$ cat src/fc_arith_pkg.sv
////////////////////////////////////////////////////////////
// Widths and arithmetic vector types of the FC layer engine
// Multiplier pipeline depth, bias scaling and the
// requantization window
////////////////////////////////////////////////////////////
package fc_arith_pkg;

  // Data widths
  localparam int SAMPLE_W = 8;
  localparam int PROD_W   = 16;
  localparam int ACC_W    = 28;
  localparam int CLASS_W  = 4;
  localparam int GROUP_W  = 2;
  localparam int LANE_W   = 2;

  // Neurons per group and groups per frame
  localparam int NUM_LANES  = 4;
  localparam int NUM_GROUPS = 4;

  // Pipeline depth, accumulator sits one stage behind the multiplier
  localparam int MUL_STAGES  = 8;
  localparam int ACC_LATENCY = 9;

  typedef logic signed [SAMPLE_W-1:0] sample_t;
  typedef logic        [SAMPLE_W-1:0] mag_t;
  typedef logic signed [PROD_W-1:0]   prod_t;
  typedef logic signed [ACC_W-1:0]    acc_t;
  typedef logic        [CLASS_W-1:0]  class_t;
  typedef logic        [GROUP_W-1:0]  group_t;

  // Bias is aligned to the product scale
  localparam int BIAS_SHIFT = 6;

  // Requantization keeps bits Q_MSB down to Q_LSB
  localparam int      Q_LSB    = 6;
  localparam int      Q_MSB    = 12;
  localparam sample_t Q_MAX    = 8'sh7f;
  localparam sample_t MAX_INIT = 8'sh80;

endpackage

$ cat src/fc_stream_pkg.sv
////////////////////////////////////////////////////////////
// Packed structs carried between the FC engine blocks
// Input beats, lane sums, bias groups and output words
////////////////////////////////////////////////////////////
package fc_stream_pkg;

  import fc_arith_pkg::*;

  ////////////////////////////////////////////////////////////
  // Input side
  ////////////////////////////////////////////////////////////

  // One multiply step: a shared feature and one weight per lane
  typedef struct packed {
    sample_t                 feat;
    sample_t [NUM_LANES-1:0] weight;
    logic                    last;
    logic                    frame_last;
  } in_beat_t;

  ////////////////////////////////////////////////////////////
  // Engine to result stage
  ////////////////////////////////////////////////////////////

  // Finished dot products of one group
  typedef struct packed {
    acc_t [NUM_LANES-1:0] acc;
    logic                 frame_last;
  } lane_res_t;

  // Biases of the group currently in the result stage
  typedef struct packed {
    sample_t [NUM_LANES-1:0] bias;
  } bias_grp_t;

  ////////////////////////////////////////////////////////////
  // Output side
  ////////////////////////////////////////////////////////////

  // Requantized neuron outputs, lane 0 in the low byte
  typedef struct packed {
    sample_t [NUM_LANES-1:0] q;
  } out_word_t;

endpackage

$ cat src/bias_bank.sv
////////////////////////////////////////////////////////////
// Bias register file, sixteen entries
// Group pointer selects the four biases in use
////////////////////////////////////////////////////////////
`timescale 1ns/1ns

module bias_bank
  import fc_arith_pkg::*, fc_stream_pkg::*;
(
  input  logic      clk,
  input  logic      rstn,
  input  logic      bias_we,
  input  class_t    bias_addr,
  input  sample_t   bias_data,
  input  logic      group_take,
  input  logic      frame_end,
  output bias_grp_t biases,
  output group_t    group
);

  sample_t bias_mem [NUM_LANES*NUM_GROUPS];

  // Written by the host while the engine is idle
  always_ff @(posedge clk) begin
    if (bias_we) begin
      bias_mem[bias_addr] <= bias_data;
    end
  end

  // One step per finished group, back to zero at the end of a frame
  always_ff @(posedge clk) begin
    if (!rstn) begin
      group <= '0;
    end else if (group_take) begin
      if (frame_end) begin
        group <= '0;
      end else begin
        group <= group + 1'b1;
      end
    end
  end

  always_comb begin
    for (int i = 0; i < NUM_LANES; i++) begin
      biases.bias[i] = bias_mem[{group, LANE_W'(i)}];
    end
  end

  // Host writes and result consumption never overlap
  assert property (@(posedge clk) disable iff (!rstn) !(bias_we && group_take))
    else $error("Bias write while a group is being consumed");

endmodule

$ cat src/dot_engine.sv
////////////////////////////////////////////////////////////
// Four MAC lanes sharing one feature per beat
// Tag pipeline for valid, clear, last and frame_last
////////////////////////////////////////////////////////////
`timescale 1ns/1ns

module dot_engine
  import fc_arith_pkg::*, fc_stream_pkg::*;
(
  input  logic      clk,
  input  logic      rstn,
  input  logic      in_valid,
  input  logic      advance,
  input  in_beat_t  in_beat,
  output logic      res_valid,
  output lane_res_t res
);

  typedef struct packed {
    logic valid;
    logic clear;
    logic last;
    logic frame_last;
  } tag_t;

  tag_t       tag_q [ACC_LATENCY];
  logic       start_q;
  logic       accept;
  sample_t    feat_gated;
  acc_t       lane_acc [NUM_LANES];
  logic [3:0] lasts_open;

  assign accept = in_valid && advance;

  // Bubbles multiply by zero so the sums are left alone
  assign feat_gated = accept ? in_beat.feat : '0;

  always_ff @(posedge clk) begin
    if (!rstn) begin
      start_q <= 1'b1;
      for (int i = 0; i < ACC_LATENCY; i++) begin
        tag_q[i] <= '0;
      end
    end else if (advance) begin
      // Beat after a last beat opens the next dot product
      if (in_valid) begin
        start_q <= in_beat.last;
      end
      tag_q[0] <= {accept, accept & start_q, accept & in_beat.last,
                   accept & in_beat.frame_last};
      for (int i = 1; i < ACC_LATENCY; i++) begin
        tag_q[i] <= tag_q[i-1];
      end
    end
  end

  for (genvar l = 0; l < NUM_LANES; l++) begin : g_lane
    mac_lane u_lane (
      .clk     (clk),
      .rstn    (rstn),
      .advance (advance),
      .feat    (feat_gated),
      .weight  (in_beat.weight[l]),
      .clear   (tag_q[MUL_STAGES-1].clear),
      .acc     (lane_acc[l])
    );
  end

  // Tag at the last slot lines up with the accumulator output
  assign res_valid = tag_q[ACC_LATENCY-1].valid && tag_q[ACC_LATENCY-1].last;

  always_comb begin
    res.frame_last = tag_q[ACC_LATENCY-1].frame_last;
    for (int l = 0; l < NUM_LANES; l++) begin
      res.acc[l] = lane_acc[l];
    end
  end

  // Last beats accepted and not yet handed to the result stage
  always_ff @(posedge clk) begin
    if (!rstn) begin
      lasts_open <= '0;
    end else if (advance) begin
      lasts_open <= lasts_open + 4'(accept && in_beat.last) - 4'(res_valid);
    end
  end

  assert property (@(posedge clk) disable iff (!rstn) res_valid |-> lasts_open != '0)
    else $error("Result valid without a last beat behind it");

endmodule

$ cat src/fc_core.sv
////////////////////////////////////////////////////////////
// FC layer engine top level
// MAC engine and bias bank side by side, result stage after
////////////////////////////////////////////////////////////
`timescale 1ns/1ns

module fc_core
  import fc_arith_pkg::*, fc_stream_pkg::*;
(
  input  logic      clk,
  input  logic      rstn,
  input  logic      in_valid,
  output logic      in_ready,
  input  in_beat_t  in_beat,
  output logic      out_valid,
  input  logic      out_ready,
  output out_word_t out_word,
  input  logic      bias_we,
  input  class_t    bias_addr,
  input  sample_t   bias_data,
  output class_t    class_idx,
  output logic      frame_done
);

  logic      advance;
  logic      res_valid;
  lane_res_t res;
  bias_grp_t biases;
  group_t    group;
  logic      group_take;
  logic      frame_end;

  // Input accepts exactly when the pipeline moves
  assign in_ready = advance;

  dot_engine u_engine (
    .clk       (clk),
    .rstn      (rstn),
    .in_valid  (in_valid),
    .advance   (advance),
    .in_beat   (in_beat),
    .res_valid (res_valid),
    .res       (res)
  );

  bias_bank u_bias (
    .clk        (clk),
    .rstn       (rstn),
    .bias_we    (bias_we),
    .bias_addr  (bias_addr),
    .bias_data  (bias_data),
    .group_take (group_take),
    .frame_end  (frame_end),
    .biases     (biases),
    .group      (group)
  );

  result_stage u_result (
    .clk        (clk),
    .rstn       (rstn),
    .res_valid  (res_valid),
    .res        (res),
    .biases     (biases),
    .group      (group),
    .out_ready  (out_ready),
    .out_valid  (out_valid),
    .out_word   (out_word),
    .advance    (advance),
    .group_take (group_take),
    .frame_end  (frame_end),
    .class_idx  (class_idx),
    .frame_done (frame_done)
  );

endmodule

$ cat src/mac_lane.sv
////////////////////////////////////////////////////////////
// One signed MAC lane
// Sign-magnitude partial products, eight-stage adder tree
// and a 28-bit accumulator
////////////////////////////////////////////////////////////
`timescale 1ns/1ns

module mac_lane
  import fc_arith_pkg::*;
(
  input  logic    clk,
  input  logic    rstn,
  input  logic    advance,
  input  sample_t feat,
  input  sample_t weight,
  input  logic    clear,
  output acc_t    acc
);

  mag_t feat_mag;
  mag_t weight_mag;

  // Sign of the product rides alongside stages 1 to 7
  logic [MUL_STAGES-2:0] sign_pipe;

  mag_t       s1_pp [8];
  logic [5:0] s2_lsb [4];
  logic [2:0] s2_hi_a [4];
  logic [3:0] s2_hi_b [4];
  logic [4:0] s3_hi [4];
  logic [9:0] s3_sum [4];
  logic [7:0] s4_lsb [2];
  logic [2:0] s4_hi_a [2];
  logic [4:0] s4_hi_b [2];
  logic [4:0] s5_hi [2];
  logic [11:0] s5_sum [2];
  logic [9:0] s6_lsb;
  logic [2:0] s6_hi_a;
  logic [6:0] s6_hi_b;
  logic [6:0] s7_hi;
  logic [15:0] s7_sum;
  prod_t      prod_q;

  assign feat_mag   = feat[SAMPLE_W-1] ? mag_t'(~feat + 8'd1) : mag_t'(feat);
  assign weight_mag = weight[SAMPLE_W-1] ? mag_t'(~weight + 8'd1) : mag_t'(weight);

  // Carry-in of each upper half comes from the lower half of the stage before
  always_comb begin
    for (int i = 0; i < 4; i++) begin
      s3_hi[i] = {2'b00, s2_hi_a[i]} + {1'b0, s2_hi_b[i]} + {4'b0000, s2_lsb[i][5]};
    end
    for (int j = 0; j < 2; j++) begin
      s5_hi[j] = {2'b00, s4_hi_a[j]} + s4_hi_b[j] + {4'b0000, s4_lsb[j][7]};
    end
    s7_hi = {4'b0000, s6_hi_a} + s6_hi_b + {6'b000000, s6_lsb[9]};
  end

  always_ff @(posedge clk) begin
    if (advance) begin
      // Stage 1, partial products
      for (int i = 0; i < 8; i++) begin
        s1_pp[i] <= weight_mag[i] ? feat_mag : '0;
      end
      sign_pipe <= {sign_pipe[MUL_STAGES-3:0], feat[SAMPLE_W-1] ^ weight[SAMPLE_W-1]};

      // Stage 2, low halves of adjacent pairs
      for (int i = 0; i < 4; i++) begin
        s2_lsb[i]  <= {1'b0, s1_pp[2*i][4:0]} + {1'b0, s1_pp[2*i+1][3:0], 1'b0};
        s2_hi_a[i] <= s1_pp[2*i][7:5];
        s2_hi_b[i] <= s1_pp[2*i+1][7:4];
      end

      // Stage 3, high halves
      for (int i = 0; i < 4; i++) begin
        s3_sum[i] <= {s3_hi[i], s2_lsb[i][4:0]};
      end

      // Stage 4, pairs weighted by four
      for (int j = 0; j < 2; j++) begin
        s4_lsb[j]  <= {1'b0, s3_sum[2*j][6:0]} + {1'b0, s3_sum[2*j+1][4:0], 2'b00};
        s4_hi_a[j] <= s3_sum[2*j][9:7];
        s4_hi_b[j] <= s3_sum[2*j+1][9:5];
      end

      // Stage 5
      for (int j = 0; j < 2; j++) begin
        s5_sum[j] <= {s5_hi[j], s4_lsb[j][6:0]};
      end

      // Stage 6, final pair weighted by sixteen
      s6_lsb  <= {1'b0, s5_sum[0][8:0]} + {1'b0, s5_sum[1][4:0], 4'b0000};
      s6_hi_a <= s5_sum[0][11:9];
      s6_hi_b <= s5_sum[1][11:5];

      // Stage 7, unsigned product
      s7_sum <= {s7_hi, s6_lsb[8:0]};

      // Stage 8, apply the sign
      prod_q <= sign_pipe[MUL_STAGES-2] ? prod_t'(~s7_sum + 16'd1) : prod_t'(s7_sum);

      // First product of a dot product replaces the old sum
      acc <= clear ? acc_t'(prod_q) : acc + acc_t'(prod_q);
    end
  end

  // A stalled lane must hold its sum for the result stage
  assert property (@(posedge clk) disable iff (!rstn) !advance |=> $stable(acc))
    else $error("MAC accumulator moved during a stall");

endmodule

$ cat src/result_stage.sv
////////////////////////////////////////////////////////////
// Bias add, requantization and running argmax
// Output register with valid/ready handshake
////////////////////////////////////////////////////////////
`timescale 1ns/1ns

module result_stage
  import fc_arith_pkg::*, fc_stream_pkg::*;
(
  input  logic      clk,
  input  logic      rstn,
  input  logic      res_valid,
  input  lane_res_t res,
  input  bias_grp_t biases,
  input  group_t    group,
  input  logic      out_ready,
  output logic      out_valid,
  output out_word_t out_word,
  output logic      advance,
  output logic      group_take,
  output logic      frame_end,
  output class_t    class_idx,
  output logic      frame_done
);

  acc_t    biased [NUM_LANES];
  sample_t q [NUM_LANES];
  sample_t run_max;
  class_t  run_idx;
  sample_t max_q;
  class_t  idx_q;
  logic    load;

  // Whole pipeline stalls only while a word waits on the output
  assign advance = !(out_valid && !out_ready);

  assign load       = res_valid && advance;
  assign group_take = load;
  assign frame_end  = load && res.frame_last;

  ////////////////////////////////////////////////////////////
  // Bias, requantization and argmax over the four lanes
  ////////////////////////////////////////////////////////////
  always_comb begin
    run_max = max_q;
    run_idx = idx_q;
    for (int i = 0; i < NUM_LANES; i++) begin
      biased[i] = res.acc[i] + (acc_t'(biases.bias[i]) <<< BIAS_SHIFT);
      if (biased[i][ACC_W-1]) begin
        // ReLU
        q[i] = '0;
      end else if (|biased[i][ACC_W-2:Q_MSB]) begin
        q[i] = Q_MAX;
      end else begin
        q[i] = sample_t'(biased[i][Q_MSB:Q_LSB]);
      end
      // Strictly greater, so the lower index keeps a tie
      if (q[i] > run_max) begin
        run_max = q[i];
        run_idx = {group, LANE_W'(i)};
      end
    end
  end

  ////////////////////////////////////////////////////////////
  // Output register and frame result
  ////////////////////////////////////////////////////////////
  always_ff @(posedge clk) begin
    if (!rstn) begin
      out_valid  <= 1'b0;
      frame_done <= 1'b0;
      max_q      <= MAX_INIT;
      idx_q      <= '0;
      class_idx  <= '0;
    end else begin
      frame_done <= frame_end;
      if (load) begin
        out_valid <= 1'b1;
        if (res.frame_last) begin
          class_idx <= run_idx;
          max_q     <= MAX_INIT;
        end else begin
          max_q <= run_max;
          idx_q <= run_idx;
        end
      end else if (out_ready) begin
        out_valid <= 1'b0;
      end
    end
  end

  always_ff @(posedge clk) begin
    if (load) begin
      for (int i = 0; i < NUM_LANES; i++) begin
        out_word.q[i] <= q[i];
      end
    end
  end

  // Held word stays put until the consumer takes it
  assert property (@(posedge clk) disable iff (!rstn)
    out_valid && !out_ready |=> out_valid && $stable(out_word))
    else $error("Output word changed under back-pressure");

endmodule

$ cat config.mk
export PLATFORM = sky130hd
export DESIGN_NAME = fc_core
export DESIGN_NICKNAME = d
export VERILOG_FILES = /design/src/fc_arith_pkg.sv /design/src/fc_stream_pkg.sv /design/src/bias_bank.sv /design/src/dot_engine.sv /design/src/fc_core.sv /design/src/mac_lane.sv /design/src/result_stage.sv
export SDC_FILE = /design/constraint.sdc
export NUM_CORES = 2
export LEC_CHECK = 0
export BUFFER_PORTS_ARGS = -buffer_cell sky130_fd_sc_hd__buf_2
export CAP_MARGIN = 20
export CORE_UTILIZATION = 65
export DETAILED_ROUTE_END_ITERATION = 10
export PLACE_DENSITY = 0.85
export SETUP_SLACK_MARGIN = 0.3
export SLEW_MARGIN = 20
export SYNTH_ARGS = -nofsm -noshare
export SYNTH_HDL_FRONTEND = slang
export SYNTH_SLANG_ARGS = --single-unit
$ cat constraint.sdc
create_clock -name clk -period 101.6 [get_ports clk]
set_input_delay 5.08 -clock clk [delete_from_list [all_inputs] [get_ports clk]]
set_output_delay 5.08 -clock clk [all_outputs]
set_load 0.1 [all_outputs]
==> qor.csv <==
stage,metric,value,unit
run_status,status,completed,
yosys,synthTopCellsByArea,"edfxtp_1, ha_1, fa_1",
drt,wl_per_cell,20.2,um
floorplan,die_area,104000,um^2
cts,postCtsResizedCells,0,
cts,hold_buffers,0,
grt,antenna_found_initial,0,
worst_setup_path,cpLargestDelayFamily,compound AO/OA/AOI/OAI gates,
worst_setup_path,cp_slowest_cell,mux4_2,
cts,cts_made_buffers,139,
timing,clock_skew,39.1,ps
placed_design,routabilityCongestion,0.900,
grt,gr-max-usage-layer,met2,
power_and_ir_drop,switching_power,661,uW
floorplan,core,102000,um^2
worst_setup_path,cp-end-kind,flop,
power_and_ir_drop,power_frac_comb,33.6,%
power_and_ir_drop,p_sw_share,33.0,%
power_and_ir_drop,power,2010,uW
cts,tritoncts,built,
floorplan,start_util,65.6,%
floorplan,std_cell_rows,117,
cells_and_area,antenna_cells,0,
cells_and_area,syn_to_final_growth,10.0,%
cts,htree_levels,4,
timing,hold_violations,0,
floorplan,io_pins,98,
cts,path_clk_slew,60,ps
run,cap_violations,0,
drt,drc,0,
timing,fin_tns_setup,0,ps
cts,cts_root_buf,clkbuf_16,
power_and_ir_drop,pwr-share-clk,25.6,%
worst_setup_path,critPathLaunchType,flop,
yosys,syn_inst,4895,
yosys,ys_async_sr_fraction,0,%
grt,grt_usage,25.5,%
timing,fmax,71.8,MHz
cts,post-cts-setup-buffer-count,0,
yosys,ys_types,88,
worst_setup_path,critPathArrivalTime,14630,ps
placed_design,dpl.hpwl,83.9,mm
yosys,synth_area_per_cell,13.6,um^2
timing,slew_viol_final,0,
worst_setup_path,crit_type,reg -> reg,
worst_setup_path,cpMostUsedCell,o21a_1,
worst_setup_path,cp.buffers_inverters,3,
yosys,synth_top_area_cell,edfxtp_1,
min_path,hp-class,reg -> reg,
timing,worstMarginPinSlew,1140,ps
yosys,synth_edf_count,1391,
timing,maxSlewHeadroom,23.9,%
timing,rsz0062_at_grt,no,
floorplan,die_y,323,um
timing,fin_crit,13930,ps
cts,clk_latency,770,ps
yosys,synth_top_area_share,62.5,%
power_and_ir_drop,ir_drop,0.0188,mV
grt,grt_use_met2,43.2,%
grt,met3_usage,3.88,%
drt,ant_nets,0,
drt,totalWireLength,132,mm
cells_and_area,drive_gt1_share,8.12,%
power_and_ir_drop,p_int,1340,uW
power_and_ir_drop,power.leakage,0.0310,uW
yosys,ys_seq_area_share,63.2,%
yosys,yosys_warnings,0,
cells_and_area,final_nets,5640,
grt,grt_pass1_vias,39200,
yosys,syn_area,66800,um^2
grt,grt_remaining_overflow,0,
power_and_ir_drop,power.density,27.3,nW/um^2
placed_design,io_buffers,97,
yosys,ys_ff_latch,1414,
timing,post-route-period-util,13.7,%
yosys,synth-main-ff-cell,edfxtp_1,
drt,drt-pass1-iter-count,6,
worst_setup_path,required,102300,ps
cts,cts_buffer_depth,3,
grt,grt_max_degree,211,
floorplan,die_w,323,um
grt,grt_first_pass_wirelength,207,mm
timing,setup_viol,0,
worst_setup_path,cpPeakStageDelay,790,ps
drt,routed-via-count,39300,
power_and_ir_drop,seq_power_share,40.8,%
worst_setup_path,crit_fanout,32,
grt,gr-usage-met1,33.4,%
drt,first_iter_violations,3370,
cts,clock-sinks,1414,
drt,via_per_inst,5.99,
## cell usage in the layout, fill, tap and decap left out, types with 136 or more instances in the layout
| cell | n |
|---|---|
| a21o_1 | 136 |
| a21oi_1 | 250 |
| clkbuf_16 | 141 |
| edfxtp_1 | 1391 |
| ha_1 | 413 |
| inv_1 | 362 |
| nand2_1 | 243 |
| nor2_1 | 424 |
| o21ai_0 | 225 |
| xnor2_1 | 209 |
| xor2_1 | 139 |
## sequential cells by signal (all words and copies together) (netlist names), 48 cells and up, named ones only
register,cells
u_engine.g_lane.u_lane.prod_q,64
u_engine.g_lane.u_lane.s7_sum,64
u_engine.g_lane.u_lane.s4_lsb,64
u_engine.g_lane.u_lane.s1_pp,256
u_engine.g_lane.u_lane.s5_sum,96
u_engine.g_lane.u_lane.s3_sum,160
u_engine.g_lane.u_lane.s2_lsb,96
u_engine.g_lane.u_lane.acc,112
u_engine.g_lane.u_lane.s2_hi_b,64
u_engine.g_lane.u_lane.s2_hi_a,48
u_bias.bias_mem,128
## Yosys cell counts, drive strengths merged, types with 32 or more instances
library cell,count
o31ai,49
nand2,249
nor2b,80
xnor2,209
a211oi,35
inv,363
a21o,137
clkbuf,87
xor2,139
a21oi,250
mux4,32
nand2b,77
nor2,424
o21a,51
fa,92
ha,413
nor3,61
nand3,53
and3,57
o21ai,227
edfxtp,1391
## logic make-up (layout without fill, tap and decap cells)
family | Yosys count | count (layout) | synth area share, %
AO/OA/AOI/OAI | 949 | 949 | 9.20
XOR/XNOR | 348 | 348 | 4.56
adder cells (fa/ha/maj) | 505 | 505 | 10.5
buffers and inverters | 463 | 747 | 2.61
flip-flops | 1414 | 1414 | 63.2
multiplexers | 71 | 71 | 1.71
other | 1 | 8 | 0.00562
AND/OR/NAND/NOR | 1144 | 1144 | 8.18
## routing by layer
metal | routed length [um] | part of all wire [%] | vias to the layer above
li1 | - | - | 18400
met1 | 55100 | 42 | 19200
met2 | 65400 | 49 | 1337
met3 | 7410 | 5.6 | 278
met4 | 4250 | 3.2 | 0
met5 | 0 | 0 | -
## power by group through the flow
stage,Clock [uW],Combinational [uW],Sequential (uW)
6_report,514,673,819
5_1_grt,542,752,827
4_1_cts,520,668,818
3_5_place_dp,0,656,828
3_3_place_gp,0,630,822
2_1_floorplan,0,513,804
## final timing paths
check | from | endpoint | slack [ps] | depth (start not counted)
worst max register to register | flop | u_result.max_q[1] | 87670 | 53
worst min-delay path | u_engine.g_lane[0].u_lane.s3_sum[3][9] | u_engine.g_lane[0].u_lane.s4_hi_b[0][9] | 400 | 0
worst max-delay path | flop | u_result.max_q[1] | 87670 | 53
worst min register to register | u_engine.g_lane[0].u_lane.s3_sum[3][9] | u_engine.g_lane[0].u_lane.s4_hi_b[0][9] | 400 | 0
## metrics by stage
step	std cells	utilization, %	hold WS [ps]	cell area (um^2)	setup WS (ps)
after detailed placement	6303	67.7	405	68900	87800
after CTS	6554	72.2	393	73500	87760
after floorplan	4902	-	400	66800	58210
after global routing	6554	72.2	407	73500	86450
after global placement	6303	67.7	400	68900	87940
final	6554	72.2	397	73500	87670
## layout make-up
cell class | count | area (um^2)
inverters | 367 | 1380
repair buffers | 129 | 742
clock buffers | 168 | 3640
well taps | 1368 | 1710
multi-input cells | 3025 | 22900
flip-flops and latches | 1414 | 42200
fillers | 6040 | 28300
clock inverters | 83 | 925
(Power assumes the default switching activity.)
